## config.mk

```make
export PLATFORM = sky130hd
export DESIGN_NAME = queue_states_top
export DESIGN_NICKNAME = d
export VERILOG_FILES = /design/src/hdl/queue_geom_pkg.sv /design/src/hdl/queue_regs_pkg.sv /design/src/hdl/table_access_if.sv /design/src/hdl/a4l_table_port.sv /design/src/hdl/occupancy_table.sv /design/src/hdl/queue_states_top.sv /design/src/hdl/tail_pointer_table.sv
export SDC_FILE = /design/constraint.sdc
export NUM_CORES = 2
export LEC_CHECK = 0
export BUFFER_PORTS_ARGS = -buffer_cell sky130_fd_sc_hd__buf_2
export CORE_UTILIZATION = 41
export DETAILED_ROUTE_END_ITERATION = 10
export PLACE_DENSITY = 0.55
export SLEW_MARGIN = 10
export SYNTH_ARGS = -nofsm -noshare
export SYNTH_HDL_FRONTEND = slang
export SYNTH_HIERARCHICAL = 1
export SYNTH_SLANG_ARGS = --single-unit
```

## constraint.sdc

```tcl
create_clock -name core_clk_ifc -period 6 [get_ports core_clk_ifc]
set_input_delay 0.6 -clock core_clk_ifc [delete_from_list [all_inputs] [get_ports core_clk_ifc]]
set_output_delay 0.6 -clock core_clk_ifc [all_outputs]
set_load 0.005 [all_outputs]
```

## src/hdl/queue_geom_pkg.sv

```systemverilog
/* Queue numbering and buffer page geometry of the egress buffer,
   with the scalar types that the queue state tables are built from. */
package queue_geom_pkg;

    //////////////////////////////////////////////////////////////
    // Queue numbering
    //////////////////////////////////////////////////////////////

    // Priority queues behind every egress port
    localparam int QUEUES_PER_PORT = 4;
    // Largest port count the queue index can address
    localparam int MAX_EGR_PORTS   = 8;
    localparam int MAX_QUEUES      = MAX_EGR_PORTS * QUEUES_PER_PORT;
    localparam int QUEUE_ID_W      = $clog2(MAX_QUEUES);

    typedef logic [QUEUE_ID_W-1:0] queue_id_t;

    //////////////////////////////////////////////////////////////
    // Page geometry
    //////////////////////////////////////////////////////////////

    localparam int NUM_PAGES      = 512;
    localparam int WORDS_PER_PAGE = 64;
    localparam int BYTES_PER_WORD = 64;

    // Word offset inside a page
    typedef logic [$clog2(WORDS_PER_PAGE)-1:0] word_off_t;

    // Page number in the shared buffer
    typedef logic [$clog2(NUM_PAGES)-1:0] page_ptr_t;

    // 1 to 64 bytes, one bit wider than a byte offset
    typedef logic [$clog2(BYTES_PER_WORD):0] word_blen_t;

    // Byte occupancy of one queue
    typedef logic [31:0] occupancy_t;

endpackage

```

## src/hdl/queue_regs_pkg.sv

```systemverilog
/* Bus-side word layouts of the queue state block: AXI4-Lite address,
   data and response types, and the two views of the tail pointer word. */
package queue_regs_pkg;

    localparam int A4L_ADDR_W = 8;
    localparam int A4L_DATA_W = 32;

    // Queue number field inside the byte address
    localparam int ADDR_QUEUE_LSB = 2;
    localparam int ADDR_QUEUE_MSB = 6;

    typedef logic [A4L_ADDR_W-1:0] a4l_addr_t;
    typedef logic [A4L_DATA_W-1:0] a4l_data_t;
    typedef logic [1:0]            a4l_resp_t;

    localparam a4l_resp_t RESP_OKAY   = 2'b00;
    localparam a4l_resp_t RESP_SLVERR = 2'b10;

    //////////////////////////////////////////////////////////////
    // Tail pointer word
    //////////////////////////////////////////////////////////////

    // Read view, the record as it stands
    typedef struct packed {
        logic [15:0]               rsvd;
        logic                      page_valid;
        queue_geom_pkg::page_ptr_t current_page;
        queue_geom_pkg::word_off_t tail_off;
    } tail_rd_t;

    // Write view, the update from the enqueue side
    typedef struct packed {
        logic [15:0]               rsvd;
        logic                      malloc_approved;
        queue_geom_pkg::page_ptr_t next_page;
        queue_geom_pkg::word_off_t new_tail_off;
    } tail_wr_t;

    // Same 32 bits, decoded by direction
    typedef union packed {
        tail_rd_t rd;
        tail_wr_t wr;
    } tail_word_u;

endpackage

```

## src/hdl/table_access_if.sv

```systemverilog
/* Single-beat access path between an AXI4-Lite front end and one
   queue state table. One access at most per clock. */
`timescale 1ns/1ps

interface table_access_if;

    import queue_geom_pkg::*;
    import queue_regs_pkg::*;

    // Request, held for exactly the cycle of the access
    logic      req_valid;
    logic      req_write;
    queue_id_t req_queue;
    a4l_data_t req_wdata;

    // Entry at req_queue as it was before this cycle's write
    a4l_data_t rd_data;

    modport port_side (
        output req_valid,
        output req_write,
        output req_queue,
        output req_wdata,
        input  rd_data
    );

    modport table_side (
        input  req_valid,
        input  req_write,
        input  req_queue,
        input  req_wdata,
        output rd_data
    );

endinterface

```

## src/hdl/a4l_table_port.sv

```systemverilog
/* AXI4-Lite slave in front of a queue state table. Turns each bus read or
   write into one table access and answers out-of-range queues with SLVERR. */
`timescale 1ns/1ps

module a4l_table_port #(
    parameter int NUM_EGR_PORTS = 4
) (
    input  logic                        core_clk_ifc,
    input  logic                        arst_n,
    input  logic                        awvalid,
    output logic                        awready,
    input  queue_regs_pkg::a4l_addr_t   awaddr,
    input  logic                        wvalid,
    output logic                        wready,
    input  queue_regs_pkg::a4l_data_t   wdata,
    output logic                        bvalid,
    input  logic                        bready,
    output queue_regs_pkg::a4l_resp_t   bresp,
    input  logic                        arvalid,
    output logic                        arready,
    input  queue_regs_pkg::a4l_addr_t   araddr,
    output logic                        rvalid,
    input  logic                        rready,
    output queue_regs_pkg::a4l_data_t   rdata,
    output queue_regs_pkg::a4l_resp_t   rresp,
    table_access_if.port_side           tbl
);

    import queue_geom_pkg::*;
    import queue_regs_pkg::*;

    localparam int NUM_QUEUES = NUM_EGR_PORTS * QUEUES_PER_PORT;

    queue_id_t aw_queue;
    queue_id_t ar_queue;
    logic      aw_ok;
    logic      ar_ok;
    logic      wr_hs;
    logic      rd_hs;
    logic      rd_go;
    logic      wr_go;
    logic      wr_defer;
    logic      wr_pend_q;
    queue_id_t wr_queue_q;
    a4l_data_t wr_data_q;

    assign aw_queue = awaddr[ADDR_QUEUE_MSB:ADDR_QUEUE_LSB];
    assign ar_queue = araddr[ADDR_QUEUE_MSB:ADDR_QUEUE_LSB];
    assign aw_ok    = int'(aw_queue) < NUM_QUEUES;
    assign ar_ok    = int'(ar_queue) < NUM_QUEUES;

    // AW and W are always taken together
    assign wready = awready;
    assign wr_hs  = awvalid & awready & wvalid & wready;
    assign rd_hs  = arvalid & arready;

    //////////////////////////////////////////////////////////////
    // Table arbitration
    //////////////////////////////////////////////////////////////

    // A read wins the table, a colliding write waits one cycle
    assign rd_go    = rd_hs & ar_ok;
    assign wr_defer = wr_hs & aw_ok & rd_go;
    assign wr_go    = (wr_hs & aw_ok & ~rd_go) | wr_pend_q;

    assign tbl.req_valid = rd_go | wr_go;
    assign tbl.req_write = ~rd_go;
    assign tbl.req_queue = rd_go ? ar_queue : (wr_pend_q ? wr_queue_q : aw_queue);
    assign tbl.req_wdata = wr_pend_q ? wr_data_q : wdata;

    //////////////////////////////////////////////////////////////
    // Channel state
    //////////////////////////////////////////////////////////////

    always_ff @(posedge core_clk_ifc or negedge arst_n) begin
        if (!arst_n) begin
            awready   <= 1'b0;
            arready   <= 1'b0;
            bvalid    <= 1'b0;
            rvalid    <= 1'b0;
            bresp     <= RESP_OKAY;
            rresp     <= RESP_OKAY;
            wr_pend_q <= 1'b0;
        end else begin
            // One-cycle ready pulse, held off while a response waits
            awready   <= ~awready & awvalid & wvalid & ~bvalid;
            arready   <= ~arready & arvalid & ~rvalid;
            wr_pend_q <= wr_defer;
            if (wr_hs) begin
                bvalid <= 1'b1;
                bresp  <= aw_ok ? RESP_OKAY : RESP_SLVERR;
            end else if (bready) begin
                bvalid <= 1'b0;
            end
            if (rd_hs) begin
                rvalid <= 1'b1;
                rresp  <= ar_ok ? RESP_OKAY : RESP_SLVERR;
            end else if (rready) begin
                rvalid <= 1'b0;
            end
        end
    end

    always_ff @(posedge core_clk_ifc) begin
        if (rd_hs) begin
            rdata <= ar_ok ? tbl.rd_data : '0;
        end
        if (wr_hs) begin
            wr_queue_q <= aw_queue;
            wr_data_q  <= wdata;
        end
    end

    // Held response keeps its code and blocks the next write
    a_bvalid_hold: assert property (@(posedge core_clk_ifc) disable iff (!arst_n)
        bvalid && !bready |=> bvalid && $stable(bresp) && !awready);

endmodule

```

## src/hdl/occupancy_table.sv

```systemverilog
/* Byte occupancy of every queue. Enqueue writes add to a count, dequeue
   notifications take from it, and a registered empty flag follows each count. */
`timescale 1ns/1ps

module occupancy_table #(
    parameter int NUM_EGR_PORTS = 4
) (
    input  logic                       core_clk_ifc,
    input  logic                       arst_n,
    table_access_if.table_side         tbl,
    input  logic                       dq_valid,
    input  queue_geom_pkg::queue_id_t  dq_queue,
    input  queue_geom_pkg::word_blen_t dq_blen,
    output logic [NUM_EGR_PORTS*queue_geom_pkg::QUEUES_PER_PORT-1:0] queue_empty
);

    import queue_geom_pkg::*;

    localparam int NUM_QUEUES = NUM_EGR_PORTS * QUEUES_PER_PORT;

    occupancy_t cnt_q [NUM_QUEUES];
    occupancy_t cnt_d [NUM_QUEUES];
    occupancy_t enq_blen;
    occupancy_t dq_avail;
    logic       enq;

    // Bus write carries the enqueued byte length
    assign enq      = tbl.req_valid & tbl.req_write;
    assign enq_blen = tbl.req_wdata;

    //////////////////////////////////////////////////////////////
    // Next counts and read mux
    //////////////////////////////////////////////////////////////

    always_comb begin
        tbl.rd_data = '0;
        dq_avail    = '0;
        for (int q = 0; q < NUM_QUEUES; q++) begin
            cnt_d[q] = cnt_q[q];
            // Add and subtract merge when both land on one queue
            if (enq && tbl.req_queue == queue_id_t'(q)) begin
                cnt_d[q] = cnt_d[q] + enq_blen;
            end
            if (dq_valid && dq_queue == queue_id_t'(q)) begin
                cnt_d[q] = cnt_d[q] - occupancy_t'(dq_blen);
            end
            if (tbl.req_queue == queue_id_t'(q)) begin
                tbl.rd_data = cnt_q[q];
            end
            // Bytes a dequeue may take, same-cycle add included
            if (dq_queue == queue_id_t'(q)) begin
                dq_avail = cnt_q[q];
                if (enq && tbl.req_queue == queue_id_t'(q)) begin
                    dq_avail = cnt_q[q] + enq_blen;
                end
            end
        end
    end

    //////////////////////////////////////////////////////////////
    // State
    //////////////////////////////////////////////////////////////

    always_ff @(posedge core_clk_ifc or negedge arst_n) begin
        if (!arst_n) begin
            for (int q = 0; q < NUM_QUEUES; q++) begin
                cnt_q[q] <= '0;
            end
            queue_empty <= '1;
        end else begin
            for (int q = 0; q < NUM_QUEUES; q++) begin
                cnt_q[q]       <= cnt_d[q];
                queue_empty[q] <= cnt_d[q] == '0;
            end
        end
    end

    // Scheduler only dequeues from queues that exist
    a_dq_queue_range: assert property (@(posedge core_clk_ifc) disable iff (!arst_n)
        dq_valid |-> int'(dq_queue) < NUM_QUEUES);

    // No dequeue of bytes that were never enqueued
    a_dq_no_underflow: assert property (@(posedge core_clk_ifc) disable iff (!arst_n)
        dq_valid |-> occupancy_t'(dq_blen) <= dq_avail);

endmodule

```

## src/hdl/queue_states_top.sv

```systemverilog
/* Per-queue state block of the egress buffer. Occupancy and tail pointer
   tables behind two AXI4-Lite slaves, plus the dequeue notification input. */
`timescale 1ns/1ps

module queue_states_top #(
    parameter int NUM_EGR_PORTS = 4
) (
    input  logic                       core_clk_ifc,
    input  logic                       arst_n,
    // Occupancy bus, congestion manager side
    input  logic                       occ_awvalid,
    output logic                       occ_awready,
    input  queue_regs_pkg::a4l_addr_t  occ_awaddr,
    input  logic                       occ_wvalid,
    output logic                       occ_wready,
    input  queue_regs_pkg::a4l_data_t  occ_wdata,
    output logic                       occ_bvalid,
    input  logic                       occ_bready,
    output queue_regs_pkg::a4l_resp_t  occ_bresp,
    input  logic                       occ_arvalid,
    output logic                       occ_arready,
    input  queue_regs_pkg::a4l_addr_t  occ_araddr,
    output logic                       occ_rvalid,
    input  logic                       occ_rready,
    output queue_regs_pkg::a4l_data_t  occ_rdata,
    output queue_regs_pkg::a4l_resp_t  occ_rresp,
    // Tail pointer bus, enqueue side
    input  logic                       tail_awvalid,
    output logic                       tail_awready,
    input  queue_regs_pkg::a4l_addr_t  tail_awaddr,
    input  logic                       tail_wvalid,
    output logic                       tail_wready,
    input  queue_regs_pkg::a4l_data_t  tail_wdata,
    output logic                       tail_bvalid,
    input  logic                       tail_bready,
    output queue_regs_pkg::a4l_resp_t  tail_bresp,
    input  logic                       tail_arvalid,
    output logic                       tail_arready,
    input  queue_regs_pkg::a4l_addr_t  tail_araddr,
    output logic                       tail_rvalid,
    input  logic                       tail_rready,
    output queue_regs_pkg::a4l_data_t  tail_rdata,
    output queue_regs_pkg::a4l_resp_t  tail_rresp,
    // Dequeue notifications, never back-pressured
    input  logic                       dq_valid,
    input  queue_geom_pkg::queue_id_t  dq_queue,
    input  queue_geom_pkg::word_blen_t dq_blen,
    input  logic                       dq_last,
    output logic [NUM_EGR_PORTS*queue_geom_pkg::QUEUES_PER_PORT-1:0] queue_empty
);

    import queue_geom_pkg::*;

    table_access_if occ_acc ();
    table_access_if tail_acc ();

    //////////////////////////////////////////////////////////////
    // Occupancy path
    //////////////////////////////////////////////////////////////

    a4l_table_port #(.NUM_EGR_PORTS(NUM_EGR_PORTS)) occ_port (
        .core_clk_ifc(core_clk_ifc), .arst_n(arst_n),
        .awvalid(occ_awvalid), .awready(occ_awready), .awaddr(occ_awaddr),
        .wvalid(occ_wvalid), .wready(occ_wready), .wdata(occ_wdata),
        .bvalid(occ_bvalid), .bready(occ_bready), .bresp(occ_bresp),
        .arvalid(occ_arvalid), .arready(occ_arready), .araddr(occ_araddr),
        .rvalid(occ_rvalid), .rready(occ_rready), .rdata(occ_rdata), .rresp(occ_rresp),
        .tbl(occ_acc.port_side)
    );

    occupancy_table #(.NUM_EGR_PORTS(NUM_EGR_PORTS)) occ_tbl (
        .core_clk_ifc(core_clk_ifc), .arst_n(arst_n), .tbl(occ_acc.table_side),
        .dq_valid(dq_valid), .dq_queue(dq_queue), .dq_blen(dq_blen),
        .queue_empty(queue_empty)
    );

    //////////////////////////////////////////////////////////////
    // Tail pointer path
    //////////////////////////////////////////////////////////////

    a4l_table_port #(.NUM_EGR_PORTS(NUM_EGR_PORTS)) tail_port (
        .core_clk_ifc(core_clk_ifc), .arst_n(arst_n),
        .awvalid(tail_awvalid), .awready(tail_awready), .awaddr(tail_awaddr),
        .wvalid(tail_wvalid), .wready(tail_wready), .wdata(tail_wdata),
        .bvalid(tail_bvalid), .bready(tail_bready), .bresp(tail_bresp),
        .arvalid(tail_arvalid), .arready(tail_arready), .araddr(tail_araddr),
        .rvalid(tail_rvalid), .rready(tail_rready), .rdata(tail_rdata), .rresp(tail_rresp),
        .tbl(tail_acc.port_side)
    );

    tail_pointer_table #(.NUM_EGR_PORTS(NUM_EGR_PORTS)) tail_tbl (
        .core_clk_ifc(core_clk_ifc), .arst_n(arst_n), .tbl(tail_acc.table_side)
    );

    // Every notification carries bytes, only a packet's last word may be short
    a_dq_word_len: assert property (@(posedge core_clk_ifc) disable iff (!arst_n)
        dq_valid |-> dq_blen != '0 &&
                     (dq_last || dq_blen == word_blen_t'(BYTES_PER_WORD)));

endmodule

```

## src/hdl/tail_pointer_table.sv

```systemverilog
/* Tail record of every queue: word offset in the current page, the page
   number and its valid bit. Read and written by the enqueue side. */
`timescale 1ns/1ps

module tail_pointer_table #(
    parameter int NUM_EGR_PORTS = 4
) (
    input  logic               core_clk_ifc,
    input  logic               arst_n,
    table_access_if.table_side tbl
);

    import queue_geom_pkg::*;
    import queue_regs_pkg::*;

    localparam int NUM_QUEUES = NUM_EGR_PORTS * QUEUES_PER_PORT;

    word_off_t             tail_off_q [NUM_QUEUES];
    page_ptr_t             cur_page_q [NUM_QUEUES];
    logic [NUM_QUEUES-1:0] page_valid_q;
    tail_word_u            wr_word;
    tail_word_u            rd_word;
    logic                  upd;

    assign wr_word = tbl.req_wdata;
    assign upd     = tbl.req_valid & tbl.req_write;

    // Read word sits on the same bit positions as the write word
    always_comb begin
        rd_word = '0;
        for (int q = 0; q < NUM_QUEUES; q++) begin
            if (tbl.req_queue == queue_id_t'(q)) begin
                rd_word.rd.page_valid   = page_valid_q[q];
                rd_word.rd.current_page = cur_page_q[q];
                rd_word.rd.tail_off     = tail_off_q[q];
            end
        end
    end

    assign tbl.rd_data = rd_word;

    //////////////////////////////////////////////////////////////
    // Record update
    //////////////////////////////////////////////////////////////

    always_ff @(posedge core_clk_ifc or negedge arst_n) begin
        if (!arst_n) begin
            for (int q = 0; q < NUM_QUEUES; q++) begin
                tail_off_q[q] <= '0;
                cur_page_q[q] <= '0;
            end
            page_valid_q <= '0;
        end else if (upd) begin
            for (int q = 0; q < NUM_QUEUES; q++) begin
                if (tbl.req_queue == queue_id_t'(q)) begin
                    // Offset always moves, page only on a granted malloc
                    tail_off_q[q] <= wr_word.wr.new_tail_off;
                    if (wr_word.wr.malloc_approved) begin
                        cur_page_q[q]   <= wr_word.wr.next_page;
                        page_valid_q[q] <= 1'b1;
                    end
                end
            end
        end
    end

endmodule

```

-- After elaboration in Yosys (flattened, before gate mapping)
Index checks and enable logic that the tools add are counted.
- bits of input ports: 122
- flip-flop bits (word level): 924
- latch bits: 0
- memory bits (read-only): 0
- memories: 0
- output and inout bits: 98
- memory bits (writable): 0
- word-level logic and storage cells: 378
- $lt $le $gt $ge: 4
- muxes and demuxes: 82
- $mul: 0
- equality and inequality tests: 45
- div/mod/pow operators: 0
- reduce and logical (&&, ||, !) cells: 87
- $add $sub $neg: 32
- shift operators: 0
- bitwise operators: 42
- operators by type and width (kind ; number):
    $mux W32 ; 49
    $add A32 B32 Y32 ; 16
    $logic_not A32 Y1 ; 16
    $sub A32 B7 Y32 ; 16
    $mux W16 ; 17
    $eq A5 B4 Y1 const B ; 24
    $eq A5 B3 Y1 const B ; 12
    $reduce_and A3 Y1 ; 16
    $logic_and A1 B1 Y1 ; 32
    $reduce_and A2 Y1 ; 16
    $eq A5 B2 Y1 const B ; 6
    $and A1 B1 Y1 ; 28
    $lt A5 B5 Y1 const B ; 4
    $mux W5 ; 4
    $eq A5 B1 Y1 const B ; 3
    $logic_not A5 Y1 ; 3
    $not A1 Y1 ; 10
    $mux W1 ; 8
    $mux W2 ; 4
    $reduce_bool A2 Y1 ; 4
    $or A1 B1 Y1 ; 4

-- Depth between registers and ports, before layout
- depth after elaboration: 20
- depth in mapped cells: 28
- gate-level depth less buffers: 22

-- Modules after synthesis
Netlist, hierarchy kept.
- modules (own cells, without submodules) (module ; instances ; sequential area each (um^2) ; area each (um^2) ; cells each):
    occupancy_table ; 1 ; 13232.7 ; 68550.7 ; 8847
    tail_pointer_table ; 1 ; 6406.1 ; 12389.4 ; 1026
    a4l_table_port ; 2 ; 2247.2 ; 3115.5 ; 177

-- Worst setup path after synthesis
No wires, ideal clock.
- path kind: in2reg
- start point: input occ_araddr[6]
- end point: register occ_tbl/queue_empty[9] in the netlist's numbering
- path buffers: 2
- library setup time: 0.122 ns
- stages on the path: 22
- setup slack: -0.494 ns
- data required time: 5.878 ns
- data arrival time: 6.372 ns
- cell sequence: nand3b_4 mux2_4 buf_2 or3b_1 nor2_1 clkbuf_1 mux2i_1 ha_1 inv_1 fa_1 a21o_1 a21oi_1 o21ai_0 o211ai_1 nand2_1 nor2_1 nand3_1 nor4_2 xor2_1 or4_1 or4b_1 a2111oi_0
- RTL lines (what ; line ; RTL):
    from (decl) ; queue_states_top.sv:22 ; input queue_regs_pkg::a4l_addr_t occ_araddr,
    to (signal assigned) ; occupancy_table.sv:69 ; queue_empty <= '1;
    to (signal, indexed assignment) ; occupancy_table.sv:73 ; queue_empty[q] <= cnt_d[q] == '0;
    to (decl) ; occupancy_table.sv:14 ; output logic [NUM_EGR_PORTS*queue_geom_pkg::QUEUES_PER_PORT-1:0] queue_empty

==> results.sh <==
export IMPL_status="finished, violations left"
export IMPL_violations="negative setup slack"
export IMPL_grt_max_degree=170
export IMPL_hpwl_um=298000
export IMPL_cell_internal_pwr_w=0.0269
export IMPL_p_seq_share_pct=21.2
export IMPL_skew_ns=0.0858
export IMPL_first_pass_iters=6
export IMPL_maxSlewHeadroom_pct=14.1
export IMPL_p_switching_w=0.0232
export IMPL_grt_usage_pct=35.0
export IMPL_clkTransAtPathRegs_ns=0.06
export IMPL_place_inst=14400
export IMPL_avgSynthCellArea_um2=8.49
export IMPL_first_iter_violations=9025
export IMPL_syn2layout_area_growth_pct=27.5
export IMPL_nFillCells=19500
export IMPL_layout_cells_non_filler=14900
export IMPL_path_max_fanout=5
export IMPL_multiInputGateArea_um2=62200
export IMPL_period_needed_ns=6.44
export IMPL_r2r_start="occ_port/wr_pend_q"
export IMPL_rows=168
export IMPL_area_sequential_um2=23700
export IMPL_ctsHtreeMaxLevel=3
export IMPL_p_leak_nw=50.0
export IMPL_post_route_cells_drive_above_1_share_pct=26.1
export IMPL_clock_power_share_pct=15.5
export IMPL_hold_viol=0
export IMPL_slew_viol_final=0
export IMPL_syn_inst=10200
export IMPL_sw_frac_of_total_pct=46.4
export IMPL_wl_um=384000
export IMPL_io_pins=220
export IMPL_min_period_over_period_pct=107
export IMPL_cts_sinks=920
export IMPL_grt_setup_unrepaired="yes"
export IMPL_clock_path_buffers=3
export IMPL_comb_power_share_pct=63.2
export IMPL_grt_pass1_vias=86900
export IMPL_hp_start="occ_rready"
export IMPL_die_y_um=461
export IMPL_routabilityCongestion=1.02
export IMPL_vias=90900
export IMPL_synth_area_um2=86500
export IMPL_dieArea_um2=213000
export IMPL_nets=12700
export IMPL_clockRootBuffer="clkbuf_16"
export IMPL_grt_overflow_total=0
export IMPL_worstHoldPathType="in2reg"
export IMPL_route_detailed_drc=0
export IMPL_critPathLaunchType="register"
export IMPL_critPathRequiredTime_ns=6.71
export IMPL_clk_latency_ns=0.85
export IMPL_arrival_ns=7.15
export IMPL_setup_viol=15
export IMPL_start_util_pct=41.3
export IMPL_routed_via_density=6.12
export IMPL_cts_tree="yes"
export IMPL_pwr_density_cell_nw_per_um2=454
export IMPL_die_width_um=461
export IMPL_critical_path_class="reg2reg"
export IMPL_antenna_found_initial=41
export IMPL_numCtsBuffers=116
export IMPL_grt_first_pass_wirelength_um=560000
export IMPL_hold_worst_slack_ns=0.0662
export IMPL_peakVddDrop_mv=0.318
export IMPL_wire_per_inst_um=25.9
export IMPL_cp_startpoint="occ_port/wr_pend_q"
export IMPL_setup_ws_ns=-0.443
export IMPL_drtAntennaViolNets=0
export IMPL_cap_violations=0
export IMPL_coreArea_um2=210000
export IMPL_worst_pin_slew_ns=1.26
export IMPL_synth_warnings=6
export IMPL_final_cell_mix="buf_4 (1728), nand2_1 (918), dfrtp_1 (781)"
export IMPL_clock_fmax_ghz=0.155
export IMPL_port_buffer_count=186
export IMPL_layout_commonest_cell="buf_4"
export IMPL_end_kind="register"
## per-layer routing
| layer | wire [µm] | track usage, % | vias to the layer above |
|---|---|---|---|
| li1 | - | - | 42000 |
| met1 | 161000 | 46.2 | 44400 |
| met2 | 166000 | 53.9 | 3719 |
| met3 | 29500 | 5.45 | 866 |
| met4 | 26800 | 20.8 | 8 |
| met5 | 55 | 0 | - |
## flip-flops by register name (all words and copies together) (netlist names), 5 cells and up
register               count
occ_port/rdata            32
tail_tbl/cur_page_q      144
occ_tbl/queue_empty       16
occ_port/wr_data_q        32
tail_port/wr_queue_q       5
tail_tbl/page_valid_q     16
occ_tbl/cnt_q            512
occ_port/wr_queue_q        5
tail_port/wr_data_q       16
tail_port/rdata           32
tail_tbl/tail_off_q       96
## per-stage QoR
step           TNS (ns)  cell area, µm²  worst slack (ns)  power, W  utilization (%)
2_1_floorplan   -0.0557           86800           -0.0386    0.0276                -
3_3_place_gp     -11.96          102000            -0.867    0.0397             48.9
3_5_place_dp     -14.76          102000            -0.967    0.0401             48.9
4_1_cts           -3.31          109000            -0.426    0.0487             51.9
5_1_grt           -6.12          110000            -0.666    0.0532             52.6
6_report          -3.41          110000            -0.443    0.0501             52.6
## worst max-delay path, stage by stage, from the launching register on
cell and delay (ns):
dfrtp_2 0.48, buf_6 0.16, mux2_4 0.35, mux2_4 0.30, and2_1 0.18, buf_4 0.15, nand3_4 0.13, mux2i_2 0.27
ha_2 0.24, fa_2 0.20, nand2b_4 0.14, a21oi_4 0.05, o21a_1 0.19, nor2_2 0.12, xnor2_1 0.09, mux2_2 0.28
or4_4 0.54, or4b_4 0.51, or4_4 0.44, or4_4 0.42, or4_4 0.42, or4_4 0.54, nor4_4 0.14
## power groups by stage
stage | Combinational [W] | Sequential, W | Clock [W]
after global placement | 0.0291 | 0.0106 | 0
after detailed placement | 0.0295 | 0.0106 | 0
after floorplan | 0.0186 | 0.00907 | 0
after global routing | 0.0344 | 0.0107 | 0.00814
after CTS | 0.0303 | 0.0105 | 0.00792
final | 0.0317 | 0.0106 | 0.00778
## worst paths after layout
| path | endpoint | slack, ns | cells after the start |
|---|---|---|---|
| setup reg to reg | occ_tbl/queue_empty[15] | -0.44 | 22 |
| setup / recovery | occ_tbl/queue_empty[15] | -0.44 | 22 |
| hold / removal | occ_port/rvalid | 0.07 | 3 |
| hold reg to reg | tail_port/arready | 0.45 | 1 |
| min in group asynchronous | occ_tbl/cnt_q[367] | 0.35 | 2 |
| max in group asynchronous | occ_tbl/cnt_q[162] | 3.98 | 3 |
## area by class of cell
type / instances / share of cell area (%)
sequential: 920 / 21.5
clock inverter: 81 / 0.969
clock buffer: 140 / 2.84
timing repair buffer: 2055 / 14.3
tap: 2805 / 3.18
multi-input combinational: 8614 / 56.4
inverter: 223 / 0.759
antenna: 15 / 0.0340
## what timing repair did
action	CTS	global route
hold buffers	66	0
resized for setup	177	279
cloned	0	1
pin swaps	52	126
buffers inserted	78	47
endpoints found under the setup margin	21	38
endpoints found under the hold margin	121	0
Note: power is estimated with default switching activity, not from simulation.
